<file path="config.mk">
export PLATFORM = sky130hd
export DESIGN_NAME = neuronCounter
export DESIGN_NICKNAME = d
export VERILOG_FILES = /design/src/neuronCounter.sv
export SDC_FILE = /design/constraint.sdc
export NUM_CORES = 1
export LEC_CHECK = 0
export BUFFER_PORTS_ARGS = -buffer_cell sky130_fd_sc_hd__buf_2
export CAP_MARGIN = 20
export CORE_AREA = 3 3 40 42
export CTS_CLUSTER_DIAMETER = 40
export DETAILED_ROUTE_END_ITERATION = 10
export DIE_AREA = 0 0 43 45
export GPL_TIMING_DRIVEN = 0
export SLEW_MARGIN = 10
export SYNTH_ARGS = -nofsm -noshare
export SYNTH_HDL_FRONTEND = slang
export SYNTH_SLANG_ARGS = --single-unit
export TNS_END_PERCENT = 10
</file>
<file path="constraint.sdc">
create_clock -name clk -period 3.6 [get_ports clk]
set_input_delay 0.9 -clock clk [delete_from_list [all_inputs] [get_ports clk]]
set_output_delay 0.9 -clock clk [all_outputs]
set_load 0.005 [all_outputs]
</file>
<file path="src/neuronCounter.sv">
`timescale 1ns/1ps

module neuronCounter #(
	parameter int NUM_NEURONS = 16
) (
	input logic clk,
	input logic reset,
	input logic start,
	output logic issue,
	output logic [$clog2(NUM_NEURONS)-1:0] index,
	output logic last
);

	localparam int INDEX_WIDTH = $clog2(NUM_NEURONS);

	logic busy;

	assign issue = busy;
	assign last = busy && (index == INDEX_WIDTH'(NUM_NEURONS - 1));

	// One index per cycle, stops after the final one
	always_ff @(posedge clk)
	begin
		if (reset)
		begin
			busy <= 1'b0;
			index <= '0;
		end
		else if (start)
		begin
			busy <= 1'b1;
			index <= '0;
		end
		else if (busy)
		begin
			if (last)
				busy <= 1'b0;
			else
				index <= index + 1'b1;
		end
	end

endmodule

</file>
==> flow_summary.yaml <==
cts:
  post-cts-setup-buffers: 0
  clock_path_buffers: 2
  htree_levels: 1
  cts_sinks: 5
  hold_buffers: 0
  cts_made_buffers: 3
  cts_tree: "built"
  cts-root-buf: "clkbuf_4"
  clk_pin_slew_ns: 0.04
  cts_resized: 0
  clock_latency_ns: 0.24
synth:
  synth_top_cell_area_share: 0.444
  synth_cells: 26
  yosysMostFrequentCell: "dfxtp_1"
  synthFlopType: "dfxtp_1"
  yosysSeqAreaShare: 0.444
  yosysTopAreaCell: "dfxtp_1"
  synth_area_per_cell_um2: 8.66
  syn_nets: 30
  ys_top_cells_by_area: "dfxtp_1 (44%), nand3_1 (6.7%), a211oi_1 (6.7%), ha_1 (5.6%), and3_4 (5.0%)"
  synthTopCellsByCount: "dfxtp_1 (5), nand3_1 (3), nor2_1 (3)"
  yosys_warnings: 0
  netlist_area_um2: 225
  synth-edff-count: 0
  ys_types: 15
  synth_async_sr_flop_share: 0
  synth_seq_cells: 5
grt:
  grt_pass1_wl_um: 883
  grt_max_degree: 8
  groute.usage.overall: 0.0667
  antenna_found_initial: 0
  grt-ovfl-total: 0
  grt_pass1_vias: 208
place:
  place_congestion: 0.772
  post-place-ws_ns: 1.72
  place_inst: 49
  hpwl_um: 388
  port_buffers: 8
routing:
  wl_per_cell_um: 9.79
  drt-met1-wl_um: 235
  first_pass_iters: 2
  wl_met2_um: 224
  drt-initial-drc-count: 4
  drc: 0
  vias_per_cell: 4.47
  routed_wl_um: 519
  drtAntennaViolNets: 0
  routed-wl-met3_um: 60
  top_layer: "met3"
  vias: 237
cells_and_area:
  nNetsFinal: 43
  diodes: 0
  fin_cells: 53
  drive_above_1_share: 0.342
  area_delta_synth_final_pct: 37.8
setup_path:
  cp_cell_sequence: "ha_1 > nand3_1 > nor2_1 > buf_2"
  critPathBufInv: 1
  max_stage_delay_ns: 0.37
  critPathCaptureType: "primary output"
  cp_slowest_cell: "dfxtp_1"
  crit_required_ns: 2.70
  start_kind: "register"
  critical_path.top_delay_family: "flip-flops"
  critical_path_arrival_ns: 1.20
  path_class: "register to primary output"
  cp_max_fo: 5
sta:
  setup_tns_ns: 0
  maxSlewViolCount: 0
  setup_ws_ns: 1.50
  period_share: 0.583
  setup_violations: 0
  rsz0062_at_grt: "no"
  max_freq_mhz: 476
  post-route-min-period_ns: 2.10
  skew_ns: 0.000107
  timing.hold.ws_ns: 0.529
  tightest_slew_ns: 0.320
  slew_headroom: 0.781
  finalHoldViolCount: 0
die:
  start_util: 0.175
  die_w_um: 43
  die_y_um: 45
  dieArea_mm2: 0.00194
  core-area_mm2: 0.00128
  core.rowCount: 13
  io_pins: 9
power_and_ir_drop:
  power_density_mw_per_mm2: 417
  irDropWorstVdd_mv: 0.175
  leakagePower_nw: 0.128
outcome:
  status: "complete, no violations"
run:
  drv_cap: 0
worst_hold_path:
  hold_path_class: "register to register"
==> stage by stage <==
| stage | power (mW) | instance area (µm²) | util |
|---|---|---|---|
| 2_1_floorplan | 0.0625 | 225 | - |
| 3_3_place_gp | 0.0668 | 284 | 0.221 |
| 3_5_place_dp | 0.0670 | 284 | 0.221 |
| 4_1_cts | 0.133 | 310 | 0.241 |
| 5_1_grt | 0.136 | 310 | 0.241 |
| 6_report | 0.130 | 310 | 0.241 |
==> registers in the layout (all words and copies together), names as in the netlist <==
| register | flops |
|---|---|
| index | 4 |
| issue | 1 |
==> power by group <==
part	internal [mW]	switching [mW]	leakage, nW
clock network	0.0418	0.0219	0.0150
logic	0.00317	0.00352	0.0727
registers	0.0570	0.00211	0.0407
total	0.102	0.0275	0.128
==> path summary, 6_finish.rpt <==
path,to,cells past startpoint,startpoint,slack (ns)
setup reg to reg,index[0],4,index[0],2.21
hold / removal,index[0],2,index[0],0.53
setup / recovery,last,4,index[0],1.50
hold reg to reg,index[0],2,index[0],0.53
==> logic make-up (layout without fill, tap and decap cells) <==
group | Yosys count | in the layout | share of synthesized area
AND/OR/NAND/NOR | 11 | 11 | 0.272
flip-flops | 5 | 5 | 0.444
adder cells (fa/ha/maj) | 1 | 1 | 0.0555
AO/OA/AOI/OAI | 7 | 7 | 0.194
buffers and inverters | 2 | 14 | 0.0333
==> cells in the final DEF (no fill, tap or decap) <==
cell type	instances
a2111oi_0	1
a211oi_1	2
a21oi_1	2
and3_4	1
buf_2	8
clkbuf_1	1
clkbuf_4	3
dfxtp_1	5
ha_1	1
inv_1	1
inv_2	1
nand3_1	3
nand4_1	1
nor2_1	3
nor3_1	1
nor4_1	1
o21ai_0	2
or3_1	1
==> layer usage <==
| metal | track usage | vias up |
|---|---|---|
| met5 | 0 | - |
| met4 | 0.0361 | 0 |
| met3 | 0.0677 | 0 |
| met2 | 0.0808 | 8 |
| met1 | 0.0725 | 106 |
| li1 | - | 123 |
==> worst register-to-register path: stages, from the launching register on <==
cell,delay [ns]
dfxtp_1,0.33
ha_1,0.26
and3_4,0.20
or3_1,0.29
a211oi_1,0.21
==> area by class of cell <==
class,count,area (µm²)
Clock buffer,4,26.3
Inverter,2,7.51
Tap cell,15,18.8
Multi-Input combinational cell,19,118
Fill cell,153,975
Timing Repair Buffer,8,40.0
Sequential cell,5,100
(Power assumes the default switching activity.)
