==> src/nnPkg.sv <==
package nnPkg;

	// **************************************************
	// Layer geometry
	// **************************************************

	// Inputs per neuron
	localparam int FAN_IN = 15;

	// 15 products of 16 bits plus a 16-bit bias fit in 23 bits
	localparam int ACC_WIDTH = 23;

	// Activation ceiling after ReLU
	localparam int ACT_MAX = 127;

	// **************************************************
	// Datapath types
	// **************************************************

	typedef logic signed [7:0] activation_t;
	typedef logic signed [7:0] weight_t;
	typedef logic signed [15:0] bias_t;
	typedef logic signed [ACC_WIDTH-1:0] acc_t;

	// One layer input, element 0 in the low bits
	typedef activation_t [FAN_IN-1:0] inVector_t;

	// Bias sits above the weights
	typedef struct packed {
		bias_t bias;
		weight_t [FAN_IN-1:0] weights;
	} weightRow_t;

	// Controller states
	typedef enum logic [1:0] {
		IDLE,
		RUN,
		DRAIN,
		OUTPUT
	} layerState_t;

endpackage

==> src/layerControl.sv <==
`timescale 1ns/1ps

module layerControl #(
	parameter int NUM_NEURONS = 16
) (
	input logic clk,
	input logic reset,
	input logic inValid,
	output logic inReady,
	input nnPkg::inVector_t inData,
	output nnPkg::inVector_t vec,
	output logic start,
	input logic last,
	input logic full,
	output logic outValid,
	input logic outReady
);
	import nnPkg::*;

	layerState_t state;
	layerState_t stateNext;

	// Index width and buffer layout assume this range
	if (NUM_NEURONS < 2 || NUM_NEURONS > 64)
	begin : badSize
		$error("layerControl: NUM_NEURONS must be 2 to 64");
	end

	// Nothing is taken in while reset is held
	assign inReady = (state == IDLE) && !reset;
	assign outValid = (state == OUTPUT);

	// Counter starts on the accepting edge so RUN issues at once
	assign start = inValid && inReady;

	// **************************************************
	// Next state
	// **************************************************
	always_comb
	begin
		stateNext = state;
		case (state)
			IDLE:
				if (start)
					stateNext = RUN;
			RUN:
				if (last)
					stateNext = DRAIN;
			DRAIN:
				if (full)
					stateNext = OUTPUT;
			OUTPUT:
				if (outReady)
					stateNext = IDLE;
			default:
				stateNext = IDLE;
		endcase
	end

	always_ff @(posedge clk)
	begin
		if (reset)
			state <= IDLE;
		else
			state <= stateNext;
	end

	// Held for the whole pass
	always_ff @(posedge clk)
	begin
		if (start)
			vec <= inData;
	end

endmodule

==> config.mk <==
export PLATFORM = sky130hd
export DESIGN_NAME = layerControl
export DESIGN_NICKNAME = d
export VERILOG_FILES = /design/src/nnPkg.sv /design/src/layerControl.sv
export SDC_FILE = /design/constraint.sdc
export NUM_CORES = 1
export LEC_CHECK = 0
export BUFFER_PORTS_ARGS = -buffer_cell sky130_fd_sc_hd__buf_2
export CELL_PAD_IN_SITES_DETAIL_PLACEMENT = 0
export CELL_PAD_IN_SITES_GLOBAL_PLACEMENT = 1
export CORE_MARGIN = 5
export CORE_UTILIZATION = 35
export DETAILED_ROUTE_END_ITERATION = 10
export HOLD_SLACK_MARGIN = 0.03
export PLACE_DENSITY = 0.8
export SLEW_MARGIN = 0
export SYNTH_ARGS = -nofsm -noshare
export SYNTH_HDL_FRONTEND = slang
export SYNTH_SLANG_ARGS = --single-unit
==> constraint.sdc <==
create_clock -name clk -period 8.3 [get_ports clk]
set_clock_uncertainty 0.05 [all_clocks]
set_input_delay 1.245 -clock clk [delete_from_list [all_inputs] [get_ports clk]]
set_output_delay 1.245 -clock clk [all_outputs]
set_load 0.03 [all_outputs]
==> impl_metrics.tcl <==
set metrics [dict create \
    dr.first_iter.drc_count 118 \
    async_reset_ff_frac 0 \
    initial_core_util 0.3537 \
    core_area_um2 10750 \
    yosys.area_share.simple 0.01514 \
    slowest_delay_ps 650 \
    min_from "state[1]" \
    fin_crit_sh 0.4624 \
    synthDistinctLibCells 14 \
    clk_pin_slew_worst_paths_ps 60 \
    crit_path_cell_trace "buf_2 > nor2b_1 > and2_4 > buf_2" \
    dp_hpwl_mm 7.401 \
    r2r_start "state[0]" \
    regArea_um2 3643 \
    worstSetupEndpointType "primary output" \
    synth_most_common_cell "edfxtp_1" \
    p_leak_nw 2.456 \
    drv_slew 0 \
    cts_buffer_depth 2 \
    layout.nets 539 \
    ant_nets 0 \
    irDropWorstVdd_v 0.0001217 \
    setup_tns_ps 0 \
    wl_mm 9.496 \
    synth_top_family_by_area "simple AND/OR/NAND/NOR gates" \
    post_dp_cell_area_um2 5228 \
    postCtsSetupBuffers 0 \
    place_inst 530 \
    synth_compound_area_frac 0.007571 \
    crit_family "simple AND/OR/NAND/NOR gates" \
    synth_xor_area_frac 0 \
    startpoint "reset" \
    dieArea_um2 13050 \
    n_antenna_cell 0 \
    hold_violations 0 \
    hp-class "flop to flop" \
    setup_viol_count_final 0 \
    synth.largest_area_cell "edfxtp_1" \
    numClockSinks 122 \
    ys_seq_area_frac 0.9585 \
    port_buffers 248 \
    crit_type "input port to primary output" \
    cts_buffers 17 \
    synth_edf_count 120 \
    num_vias 2341 \
    yosys_most_used_dff "edfxtp_1" \
    die_width_um 114.2 \
    multi_input_area_um2 148.9 \
    synthAdderAreaFrac 0.01317 \
    crit_buf_inv 2 \
    syn_area_um2 3801 \
    synth.net_count 271 \
    worst_slew_pin_slew_ps 773.4 \
    io_pins 249 \
    netlist_top_cells_area "edfxtp_1, ha_1, dfxtp_1" \
    root_buffer "clkbuf_8" \
    clk_latency_ps 500 \
    grt.total_usage 0.1402 \
    fmax_mhz 260.6 \
    cts_hold_buf 0 \
    final_cells 562 \
    netlist_instances 141 \
    rsz0062_at_grt "no" \
    rows 38 \
    synthToLayoutAreaGrowth_pct 52.63 \
    cts-htree-levels 4 \
    start_kind "input port" \
    fin_crit_ps 3838 \
    wl_per_cell_um 16.90 \
    tritoncts "done" \
    slowest_stage "and2_4" \
    synth.area.mux_share 0.002633 \
    ys.warnings.count 0 \
    gp_congestion 0.7441 \
    ys_seq_elements 122 \
    grt_max_degree 63 \
    crit_top_cell "buf_2" \
    cp_data_required_time_ps 7010 \
    design_area_um2 5802 \
    max-cap-violations 0 \
    power_density_nw_per_um2 316.4 \
    status "completed" \
    first_global_vias 2423 \
    path_max_fanout 60 \
    drive_above_1_share 0.6682 \
    routed_via_density 4.165 \
    crit_arrival_ps 2540 \
    die_h_um 114.2 \
    avgSynthCellArea_um2 26.96 \
    cts-resized-gates 0 \
    antenna_found_initial 0 \
    route.detailed.drc 0 \
    synth_top_cell_area_share 0.9480 \
    grt_overflow_total 0 \
    grt_pass1_wl_mm 13.39 \
    first_pass_iters 4 \
    fill_cells 902 \
    netlist_top_cells_count "edfxtp_1, ha_1, inv_1, nand2b_1, dfxtp_1" \
    max_slew_margin 0.4844 \
]
flip-flops by register name, indices dropped and copies added (netlist names):
signal  cells
vec       120
state       2
final timing paths:
path	to	slack (ps)	cells past startpoint
worst max-delay path	start	4460	4
worst max register to register	vec[42]	5650	5
worst min register to register	state[1]	480	2
worst min-delay path	state[1]	480	2
metal layers:
metal | up-vias | part of all wire | global-route usage
li1 | 1099 | - | -
met3 | 9 | 0.11 | 0.06448
met4 | 0 | 0.0087 | 0.05226
met1 | 1089 | 0.36 | 0.1576
met2 | 144 | 0.52 | 0.2342
met5 | - | 0 | 0
stage by stage:
stage | setup slack (ps) | total power [mW] | util | hold slack [ps]
after floorplan | 2239 | 1.041 | - | 434.0
after global placement | 4495 | 1.143 | 0.4865 | 456.4
after detailed placement | 4448 | 1.152 | 0.4865 | 474.3
after CTS | 4450 | 1.860 | 0.5399 | 480.9
after global routing | 4371 | 1.913 | 0.5399 | 531.6
final | 4462 | 1.836 | 0.5399 | 476.7
tightest hold or removal path, delay by kind of cell, from the launching register on:
kind	cells	cell delay [ps]
and+or+nand+nor	1	80
DFF	1	330
muxes	1	60
power by group:
part	switching, mW	leakage [nW]	internal, mW
combinational	0.246	1.06	0.0867
clock	0.249	0.271	0.453
sequential	0.0197	1.13	0.781
total	0.515	2.46	1.32
cell families (layout without fill, tap and decap cells):
family,after synthesis,after routing
AOI/OAI and AO/OA,3,3
adders and majority gates,4,4
buffers and inverters,3,284
DFF,122,122
muxes,1,1
and+or+nand+nor,8,8
cell usage in the layout (no fill, tap or decap):
cell	n
clkbuf_16	16
buf_4	1
nand2b_1	3
dfxtp_1	2
nand2b_2	1
nand2b_4	1
and2_4	1
a21oi_1	1
inv_1	3
edfxtp_1	120
nor2b_1	1
clkinv_2	4
mux2i_1	1
clkbuf_8	1
bufinv_16	3
nor2_1	1
o2111ai_2	1
clkbuf_1	2
a31o_1	1
buf_2	248
ha_1	4
clkinv_4	1
clkinvlp_4	4
clkinv_1	1
final cells by class:
cell class,instances,area share
clock buffers,19,0.07268
clock inverters,13,0.02631
inverters,3,0.001941
multi-input cells,16,0.02566
flip-flops and latches,122,0.6280
well taps,140,0.03019
repair buffers,249,0.2152
No activity file was read; power rests on OpenSTA's default activity.
