==> src/nnPkg.sv <==
package nnPkg;

	// **************************************************
	// Layer geometry
	// **************************************************

	// Inputs per neuron
	localparam int FAN_IN = 15;

	// 15 products of 16 bits plus a 16-bit bias fit in 23 bits
	localparam int ACC_WIDTH = 23;

	// Activation ceiling after ReLU
	localparam int ACT_MAX = 127;

	// **************************************************
	// Datapath types
	// **************************************************

	typedef logic signed [7:0] activation_t;
	typedef logic signed [7:0] weight_t;
	typedef logic signed [15:0] bias_t;
	typedef logic signed [ACC_WIDTH-1:0] acc_t;

	// One layer input, element 0 in the low bits
	typedef activation_t [FAN_IN-1:0] inVector_t;

	// Bias sits above the weights
	typedef struct packed {
		bias_t bias;
		weight_t [FAN_IN-1:0] weights;
	} weightRow_t;

	// Controller states
	typedef enum logic [1:0] {
		IDLE,
		RUN,
		DRAIN,
		OUTPUT
	} layerState_t;

endpackage

==> src/weightStore.sv <==
`timescale 1ns/1ps

module weightStore #(
	parameter int NUM_NEURONS = 16
) (
	input logic clk,
	input logic loadEn,
	input logic [$clog2(NUM_NEURONS)-1:0] loadAddr,
	input nnPkg::weightRow_t loadRow,
	input logic readEn,
	input logic [$clog2(NUM_NEURONS)-1:0] readAddr,
	output logic rowValid,
	output logic [$clog2(NUM_NEURONS)-1:0] rowIndex,
	output nnPkg::weightRow_t row
);
	import nnPkg::*;

	localparam int INDEX_WIDTH = $clog2(NUM_NEURONS);

	// One row per neuron
	weightRow_t mem [NUM_NEURONS];

	logic [INDEX_WIDTH-1:0] lastAddr;

	assign lastAddr = INDEX_WIDTH'(NUM_NEURONS - 1);

	// Write port, addresses past the last neuron are dropped
	always_ff @(posedge clk)
	begin
		if (loadEn && loadAddr <= lastAddr)
			mem[loadAddr] <= loadRow;
	end

	// Registered read, index and flag follow the row
	always_ff @(posedge clk)
	begin
		rowValid <= readEn;
		rowIndex <= readAddr;
		if (readEn)
			row <= mem[readAddr];
	end

endmodule

==> config.mk <==
export PLATFORM = sky130hd
export DESIGN_NAME = weightStore
export DESIGN_NICKNAME = d
export VERILOG_FILES = /design/src/nnPkg.sv /design/src/weightStore.sv
export SDC_FILE = /design/constraint.sdc
export NUM_CORES = 2
export LEC_CHECK = 0
export ABC_AREA = 1
export BUFFER_PORTS_ARGS = -buffer_cell sky130_fd_sc_hd__buf_2
export CAP_MARGIN = 20
export CELL_PAD_IN_SITES_DETAIL_PLACEMENT = 1
export CELL_PAD_IN_SITES_GLOBAL_PLACEMENT = 1
export CORE_MARGIN = 2
export CORE_UTILIZATION = 46
export DETAILED_ROUTE_END_ITERATION = 10
export HOLD_SLACK_MARGIN = 0.15
export PLACE_DENSITY_LB_ADDON = 0.15
export SLEW_MARGIN = 30
export SYNTH_ARGS = -nofsm -noshare
export SYNTH_HDL_FRONTEND = slang
export SYNTH_SLANG_ARGS = --single-unit
==> constraint.sdc <==
create_clock -name clk -period 18.1 [get_ports clk]
set_clock_uncertainty 0.2 [all_clocks]
set_input_delay 3.62 -clock clk [delete_from_list [all_inputs] [get_ports clk]]
set_output_delay 3.62 -clock clk [all_outputs]
set_load 0.005 [all_outputs]
==> flow_summary.ini <==
[floorplan]
core_region_area_um2 = 204200
die_area_um2 = 208600
ios = 288
die_x_um = 456.8
start_util_pct = 46.19
die_h_um = 456.8
row_count = 166

[timing]
max_freq_mhz = 144.3
tightest_slew_ns = 1.047
setup_tns_ns = 0
hold_viol = 0
setup_viol = 0
maxSlewHeadroom_pct = 30.21
final_max_slew_viol_count = 0
finalCriticalPeriod_ns = 6.930
setup_ws_ns = 11.17
rsz0062_at_grt = false
fin_crit_sh_pct = 38.29

[pwr]
vdd_drop_max_uv = 102.2
p_int_w = 0.009103
powerDensity_nw_per_um2 = 110.6
power_switching_w = 0.002649
p_comb_share_pct = 5.8
switching_share_pct = 22.54
p_leak_nw = 42.33
pwr-share-seq_pct = 51.8
clock_power_share_pct = 42.4

[global_route]
met2_usage_pct = 45.27
busiest_layer = met2
grt_max_degree = 181
antenna_found_initial = 45
grt_pass1_vias = 65380
grt_pass1_wl_mm = 414.0
gr-usage-met1_pct = 34.76
track_usage_pct = 26.42
grt_overflow_total = 0
grt_util_met3_pct = 3.802

[yosys]
netlist_top_cells_area = edfxtp_1 74%, nand2_1 12%, nand3_1 8.2%
yosysWarnings = 0
ys_seq_area_share_pct = 73.73
synth_top_family_by_area = simple AND/OR/NAND/NOR gates
syn_nets = 8418
yosys.area.top_type = edfxtp_1
yosys.area_share.xor_xnor_pct = 0
yosys.area_share.simple_pct = 20.44
muxShareOfSynthArea_pct = 0
synthDistinctLibCells = 13
synth_top_area_share_pct = 73.62
netlist_area_um2 = 94300
syn_area_per_cell_um2 = 11.40
synth_compound_area_share_pct = 0
ys_ff_latch = 2317
syn_inst = 8271
synth_fa_ha_area_share_pct = 0

[worst_setup_path]
path_depth = 9
worst-path-buf-inv = 4
cp-start-kind = input pin
cp.arrival_ns = 7.32
critPathRequiredTime_ns = 18.49
worstRegToRegCells = 6
critical_path_class = in -> reg
crit_top_cell = nand2_1
ff2ff_setup_slack_ns = 16.58
setup.worst_path.end_class = flop
cp_cell_sequence = buf_8 > buf_4 > buf_4 > buf_12 > nand3_1 > nand2_1 > nand2_1 > nand3_1 > nand2_1
max_stage_delay_ns = 0.78
r2r_start = mem[11][2]
crit_path_top_delay_cell = buf_4
path_max_fanout = 141
crit_path_end = row[34]
timing.rr.end = row[2]
cp-startpoint = readAddr[1]
crit_family = buffers and inverters

[detailed_routing]
wl_per_cell_um = 24.24
first_iter_violations = 5119
drc = 0
drtAntennaViolNets = 0
routed_via_density = 5.442
vias = 61860
drtPass1Iterations = 5
routed_wl_mm = 275.6

[clock_tree]
cts.clk_slew.worst_paths_ns = 0.06
cts_setup_buffers = 0
ctsRootBufferMaster = clkbuf_16
insertion_delay_ns = 0.92
cts_hold_buf = 0
cts-buffers-inserted = 274
cts_tree = done
clock-sinks = 2317
cts_buffer_depth = 4
ctsResizeCount = 0
cts_max_level = 5

[finish]
layout.cells.non_filler = 11370
nets = 8627
layout-drive-gt1-share_pct = 8.753
area_delta_synth_final_pct = 12.68
stdcell_area_um2 = 106300

[placement]
globalplace.congestion = 0.7382
hpwl_mm = 132.9
placed_area_um2 = 98230
portBuffers = 287
dp_slack_ns = 10.30
dp_cells = 10890

[worst_hold_path]
hp-class = reg -> reg

[run]
max-cap-violations = 0

[status]
status = finished clean
[synthesized netlist by cell type]
master,n
buf_4,12
or2_2,22
dfxtp_1,5
nor2_1,18
buf_6,3
nand3_1,1543
inv_2,3
nand2_1,3022
buf_2,296
inv_1,894
clkbuf_1,83
edfxtp_1,2312
buf_1,58
[metal layers]
metal,wire [um],up-vias
met5,160,-
met1,118000,31930
li1,-,28050
met2,137200,1436
met3,12960,428
met4,7309,24
[flip-flops by register name, indices dropped and copies added (netlist names)]
signal    count
rowValid      1
row         136
mem        2176
rowIndex      4
[worst min path at each step]
stage	slack [ns]	to	cells past startpoint	startpoint
CTS	0.52	row[127]	6	mem[10][127]
global placement	0.50	row[125]	6	mem[6][125]
detailed placement	0.52	row[90]	6	mem[11][90]
global route	0.58	row[127]	6	mem[10][127]
floorplan	0.48	row[102]	6	mem[2][102]
finish	0.52	row[127]	6	mem[10][127]
[logic make-up after synthesis]
logic type             count (synthesis)
AND/OR/NAND/NOR                     4605
buffers and inverters               1349
flip-flops                          2317
[cell usage in the layout (no fill, tap or decap)]
cell        netlist  final
buf_12            0     18
buf_16            0      7
buf_2           296    282
buf_4            12     63
buf_6             3     10
buf_8             0      5
bufinv_16         0      3
clkbuf_1         83     63
clkbuf_16         0    282
clkbuf_8          0      3
clkinv_1          0     62
clkinv_2          0     36
clkinv_8          0      1
clkinvlp_4        0      4
dfxtp_1           5      5
diode_2           0     19
edfxtp_1       2312   2312
inv_1           894    893
inv_6             0      2
inv_8             0      4
nand2_1        3022   3022
nand3_1        1543   1543
nor2_1           18      2
nor2_4            0     16
or2_2            22     22
[power by group through the flow]
stage / Combinational (W) / Sequential [W] / Clock, W
after floorplan: 0.000377 / 0.00620 / 0
after global placement: 0.000664 / 0.00620 / 0
after detailed placement: 0.000685 / 0.00620 / 0
after CTS: 0.000690 / 0.00609 / 0.00508
after global routing: 0.000757 / 0.00610 / 0.00528
final: 0.000679 / 0.00609 / 0.00499
[worst register-to-register path, cell delays in order, from the launching register on]
cell	delay (ns)
edfxtp_1	0.35
inv_1	0.06
nand2_1	0.05
nand3_1	0.14
nand3_1	0.08
nand3_1	0.12
nand2_1	0.19
[cell type report]
class,count,area [um2]
Fill cell,21210,97920
Sequential cell,2317,69530
Multi-Input combinational cell,4605,19390
Clock buffer,348,7335
Inverter,897,3397
Tap cell,2688,3363
Timing Repair Buffer,385,2625
Clock inverter,108,566.8
Antenna cell,19,47.55
[metrics by stage]
step	power (W)	utilization (%)	hold WS (ns)
floorplan	0.006576	-	0.4828
global placement	0.006859	48.02	0.5029
detailed placement	0.006885	48.11	0.5239
CTS	0.01186	51.98	0.5179
global route	0.01213	52.03	0.5828
finish	0.01175	52.04	0.5224
Note: power is estimated with default switching activity, not from simulation.
