[src/nnPkg.sv]
package nnPkg;

	// **************************************************
	// Layer geometry
	// **************************************************

	// Inputs per neuron
	localparam int FAN_IN = 15;

	// 15 products of 16 bits plus a 16-bit bias fit in 23 bits
	localparam int ACC_WIDTH = 23;

	// Activation ceiling after ReLU
	localparam int ACT_MAX = 127;

	// **************************************************
	// Datapath types
	// **************************************************

	typedef logic signed [7:0] activation_t;
	typedef logic signed [7:0] weight_t;
	typedef logic signed [15:0] bias_t;
	typedef logic signed [ACC_WIDTH-1:0] acc_t;

	// One layer input, element 0 in the low bits
	typedef activation_t [FAN_IN-1:0] inVector_t;

	// Bias sits above the weights
	typedef struct packed {
		bias_t bias;
		weight_t [FAN_IN-1:0] weights;
	} weightRow_t;

	// Controller states
	typedef enum logic [1:0] {
		IDLE,
		RUN,
		DRAIN,
		OUTPUT
	} layerState_t;

endpackage

[src/resultBuffer.sv]
`timescale 1ns/1ps

module resultBuffer #(
	parameter int NUM_NEURONS = 16
) (
	input logic clk,
	input logic reset,
	input logic resValid,
	input logic [$clog2(NUM_NEURONS)-1:0] resIndex,
	input nnPkg::activation_t result,
	output logic full,
	output nnPkg::activation_t [NUM_NEURONS-1:0] outData
);

	localparam int INDEX_WIDTH = $clog2(NUM_NEURONS);

	logic [INDEX_WIDTH-1:0] lastIndex;

	assign lastIndex = INDEX_WIDTH'(NUM_NEURONS - 1);

	// High while the last slot is being written
	assign full = resValid && (resIndex == lastIndex);

	// **************************************************
	// Result slots
	// **************************************************
	always_ff @(posedge clk)
	begin
		if (reset)
			outData <= '0;
		else if (resValid && resIndex <= lastIndex)
			outData[resIndex] <= result;
	end

endmodule

[config.mk]
export PLATFORM = sky130hd
export DESIGN_NAME = resultBuffer
export DESIGN_NICKNAME = d
export VERILOG_FILES = /design/src/nnPkg.sv /design/src/resultBuffer.sv
export SDC_FILE = /design/constraint.sdc
export NUM_CORES = 1
export LEC_CHECK = 0
export BUFFER_PORTS_ARGS = -buffer_cell sky130_fd_sc_hd__buf_2
export CORE_ASPECT_RATIO = 1.5
export CORE_MARGIN = 3
export CORE_UTILIZATION = 58
export CTS_BUF_LIST = sky130_fd_sc_hd__clkbuf_8
export DETAILED_ROUTE_END_ITERATION = 7
export GPL_TIMING_DRIVEN = 1
export MAX_ROUTING_LAYER = met4
export PLACE_DENSITY = 0.92
export SLEW_MARGIN = 20
export SYNTH_ARGS = -nofsm -noshare
export SYNTH_HDL_FRONTEND = slang
export SYNTH_SLANG_ARGS = --single-unit
export TNS_END_PERCENT = 30
[constraint.sdc]
create_clock -name clk -period 2.6 [get_ports clk]
set_clock_uncertainty 0.05 [all_clocks]
set_input_delay 0.52 -clock clk [delete_from_list [all_inputs] [get_ports clk]]
set_output_delay 0.52 -clock clk [all_outputs]
set_load 0.005 [all_outputs]
==> results.py <==
metrics = {
    "grt": {
        "grt_usage_pct": 26.5,
        "vias_in_the_first_global_route": 3740,
        "largest_net_degree_at_the_start_of_global_routing": 74,
        "antenna_found_initial": 0,
        "grt_overflow_total": 0,
        "wire_length_of_the_first_global_routing_pass_um": 19300,
    },
    "worst_setup_path": {
        "timing.reg2reg.setup_slack_ps": 1870,
        "critPathRequiredTime_ps": 2030,
        "cp_data_arrival_time_ps": 1280,
        "critical_path.max_fanout": 4,
        "worst_setup_path_end_kind": "output port",
        "cp-start-kind": "primary input",
        "path_class": "primary input to output port",
    },
    "sta": {
        "timing.final.max_slew_violations": 0,
        "layout_min_cycle_time_ps": 1850,
        "smallest_hold_slack_ps": 424,
        "final_clock_period_utilization_by_the_worst_path_pct": 71.3,
        "hold_violations": 0,
        "setup_repair_after_global_routing_missed_its_margin": "no",
        "tightest_slew_ps": 757,
        "worst_slew_margin_pct": 49.5,
        "setup_viol": 0,
        "setup-tns-final_ps": 0,
        "fmax_mhz": 539,
    },
    "clock_network": {
        "clock_tree.buffer_depth": 2,
        "cts.sink_count": 128,
        "worst_skew_pair.late_latency_ps": 420,
        "htree_levels": 4,
        "cts_tree": "built",
        "clk_transition_reported_paths_ps": 60,
        "post_cts.repair.setup_buffers": 0,
        "clk_root_buffer_cell": "sky130_fd_sc_hd__clkbuf_8",
        "cts_hold_repair.buffers": 0,
        "cts_made_buffers": 17,
        "post_cts_resized": 0,
    },
    "layout": {
        "final_area_um2": 6190,
        "layout-drive-gt1-share_pct": 32.3,
        "area_delta_synth_final_pct": 21.5,
        "final_net_count": 604,
        "regMostFlops": "outData",
        "count_of_antenna_diodes_in_the_layout": 0,
        "layout_top_registers": "outData: 128 flops",
        "largest_register_ffs": 128,
    },
    "logic_synthesis": {
        "syn_inst": 459,
        "synth.top_cells.by_area": "sky130_fd_sc_hd__dfxtp_1 (50%), sky130_fd_sc_hd__mux2i_1 (25%), sky130_fd_sc_hd__nand2b_1 (17%)",
        "yosys-top-cells-count": "sky130_fd_sc_hd__nand2b_1 (136), sky130_fd_sc_hd__dfxtp_1 (128), sky130_fd_sc_hd__mux2i_1 (128)",
        "synth_async_sr_flop_share_pct": 0,
        "synth-edff-count": 0,
        "synthDistinctLibCells": 20,
        "syn-mean-instance-area_um2": 11.1,
        "ys_dominant_reg_cell": "sky130_fd_sc_hd__dfxtp_1",
        "mappedNetlistArea_um2": 5090,
        "synth-seq-cells": 128,
        "synth_warnings": 0,
        "post-synth-top-count-cell": "sky130_fd_sc_hd__nand2b_1",
        "synthDominantAreaCellType": "sky130_fd_sc_hd__dfxtp_1",
        "post-synth-top-area-fraction_pct": 50.3,
        "synth_fp_nets": 474,
        "share_of_synthesized_area_occupied_by_flip_flops_and_latches_pct": 50.3,
    },
    "die": {
        "initial_core_util_pct": 60.2,
        "die_width_um": 82.5,
        "dieArea_um2": 9960,
        "rows": 41,
        "die_height_um": 121,
        "ioPinCount": 144,
        "core_region_area_um2": 8460,
    },
    "status": {
        "result_of_the_run": "finished, final reports clean",
    },
    "placed_design": {
        "port_buffers": 143,
        "gp_routability_congestion": 0.787,
        "placedInstanceArea_um2": 5820,
        "hpwl_um": 8500,
    },
    "route": {
        "via_per_inst": 5.22,
        "wl_per_cell_um": 17.4,
        "first_iter_violations": 162,
        "route.final.wire_length_um": 12300,
        "route.vias.total": 3694,
        "antenna_violating_nets_post_route": 0,
        "drt_pass1_iterations": 4,
        "drc": 0,
    },
    "min_path": {
        "hp-class": "register to register",
    },
    "flow_run": {
        "max_capacitance_violation_total": 0,
    },
    "power_and_ir_drop": {
        "p_leak_nw": 3.53,
        "irDropWorstVdd_mv": 0.444,
        "p_per_area_nw_per_um2": 618,
    },
}
-- kinds of logic (layout without fill, tap and decap cells) --
group / count (synthesis) / in the layout / share of synthesized area (%)
and+or+nand+nor: 161 / 161 / 20.7
buffers and inverters: 42 / 183 / 3.86
DFF: 128 / 128 / 50.3
muxes: 128 / 128 / 25.2
-- metal layers --
layer  routed length [um]  GRT usage (%)
met5                    0              -
met4                  233           8.90
met3                  687           6.93
met2                 6570           44.4
met1                 4810           30.3
-- report_power, final --
group	switching, mW	internal, mW
Combinational	0.124	0.0968
Clock	0.704	0.898
Sequential	0.0142	1.99
Total	0.842	2.98
-- cell usage in the layout (no fill, tap or decap) --
cell                         instances
sky130_fd_sc_hd__nand3_2             1
sky130_fd_sc_hd__nor2b_1             2
sky130_fd_sc_hd__dfxtp_1           128
sky130_fd_sc_hd__and3_1              2
sky130_fd_sc_hd__clkbuf_8           20
sky130_fd_sc_hd__clkinvlp_4          1
sky130_fd_sc_hd__nor2_2              1
sky130_fd_sc_hd__inv_1               5
sky130_fd_sc_hd__mux2i_1           128
sky130_fd_sc_hd__buf_2             143
sky130_fd_sc_hd__bufinv_16           2
sky130_fd_sc_hd__nand2b_1          136
sky130_fd_sc_hd__and2_4              1
sky130_fd_sc_hd__nor3b_4             1
sky130_fd_sc_hd__nand3_1             2
sky130_fd_sc_hd__nand2_4             3
sky130_fd_sc_hd__nand2_1             1
sky130_fd_sc_hd__clkinv_2            3
sky130_fd_sc_hd__nand3_4             1
sky130_fd_sc_hd__and3b_1             2
sky130_fd_sc_hd__nand2_2             8
sky130_fd_sc_hd__buf_4               9
-- area by class of cell --
type,count,area [um^2]
Clock buffer,20,275
Clock inverter,10,97.6
Fill cell,594,2270
Inverter,1,3.75
Multi-Input combinational cell,289,2330
Sequential cell,128,2560
Tap cell,107,134
Timing Repair Buffer,152,783
-- stage by stage --
step	utilization, %	power, mW	worst slack [ps]	std cells
2_1_floorplan	-	2.19	908	459
3_5_place_dp	68.7	2.27	688	677
4_1_cts	73.1	3.85	740	707
3_3_place_gp	68.7	2.26	727	677
6_report	73.1	3.82	746	707
5_1_grt	73.1	3.95	661	707
-- final timing paths --
kind	to	depth (start not counted)	startpoint
setup / recovery	full	5	resIndex[2]
hold / removal	outData[60]$_SDFFE_PP0P_	2	outData[60]$_SDFFE_PP0P_
setup reg to reg	outData[44]$_SDFFE_PP0P_	2	outData[44]$_SDFFE_PP0P_
hold reg to reg	outData[60]$_SDFFE_PP0P_	2	outData[60]$_SDFFE_PP0P_
-- worst max-delay path, cell delays in order --
cell	delay, ps
sky130_fd_sc_hd__buf_2	130
sky130_fd_sc_hd__and3_1	290
sky130_fd_sc_hd__nand3_1	160
sky130_fd_sc_hd__inv_1	80
sky130_fd_sc_hd__buf_2	110
Note: power is estimated with default switching activity, not from simulation.
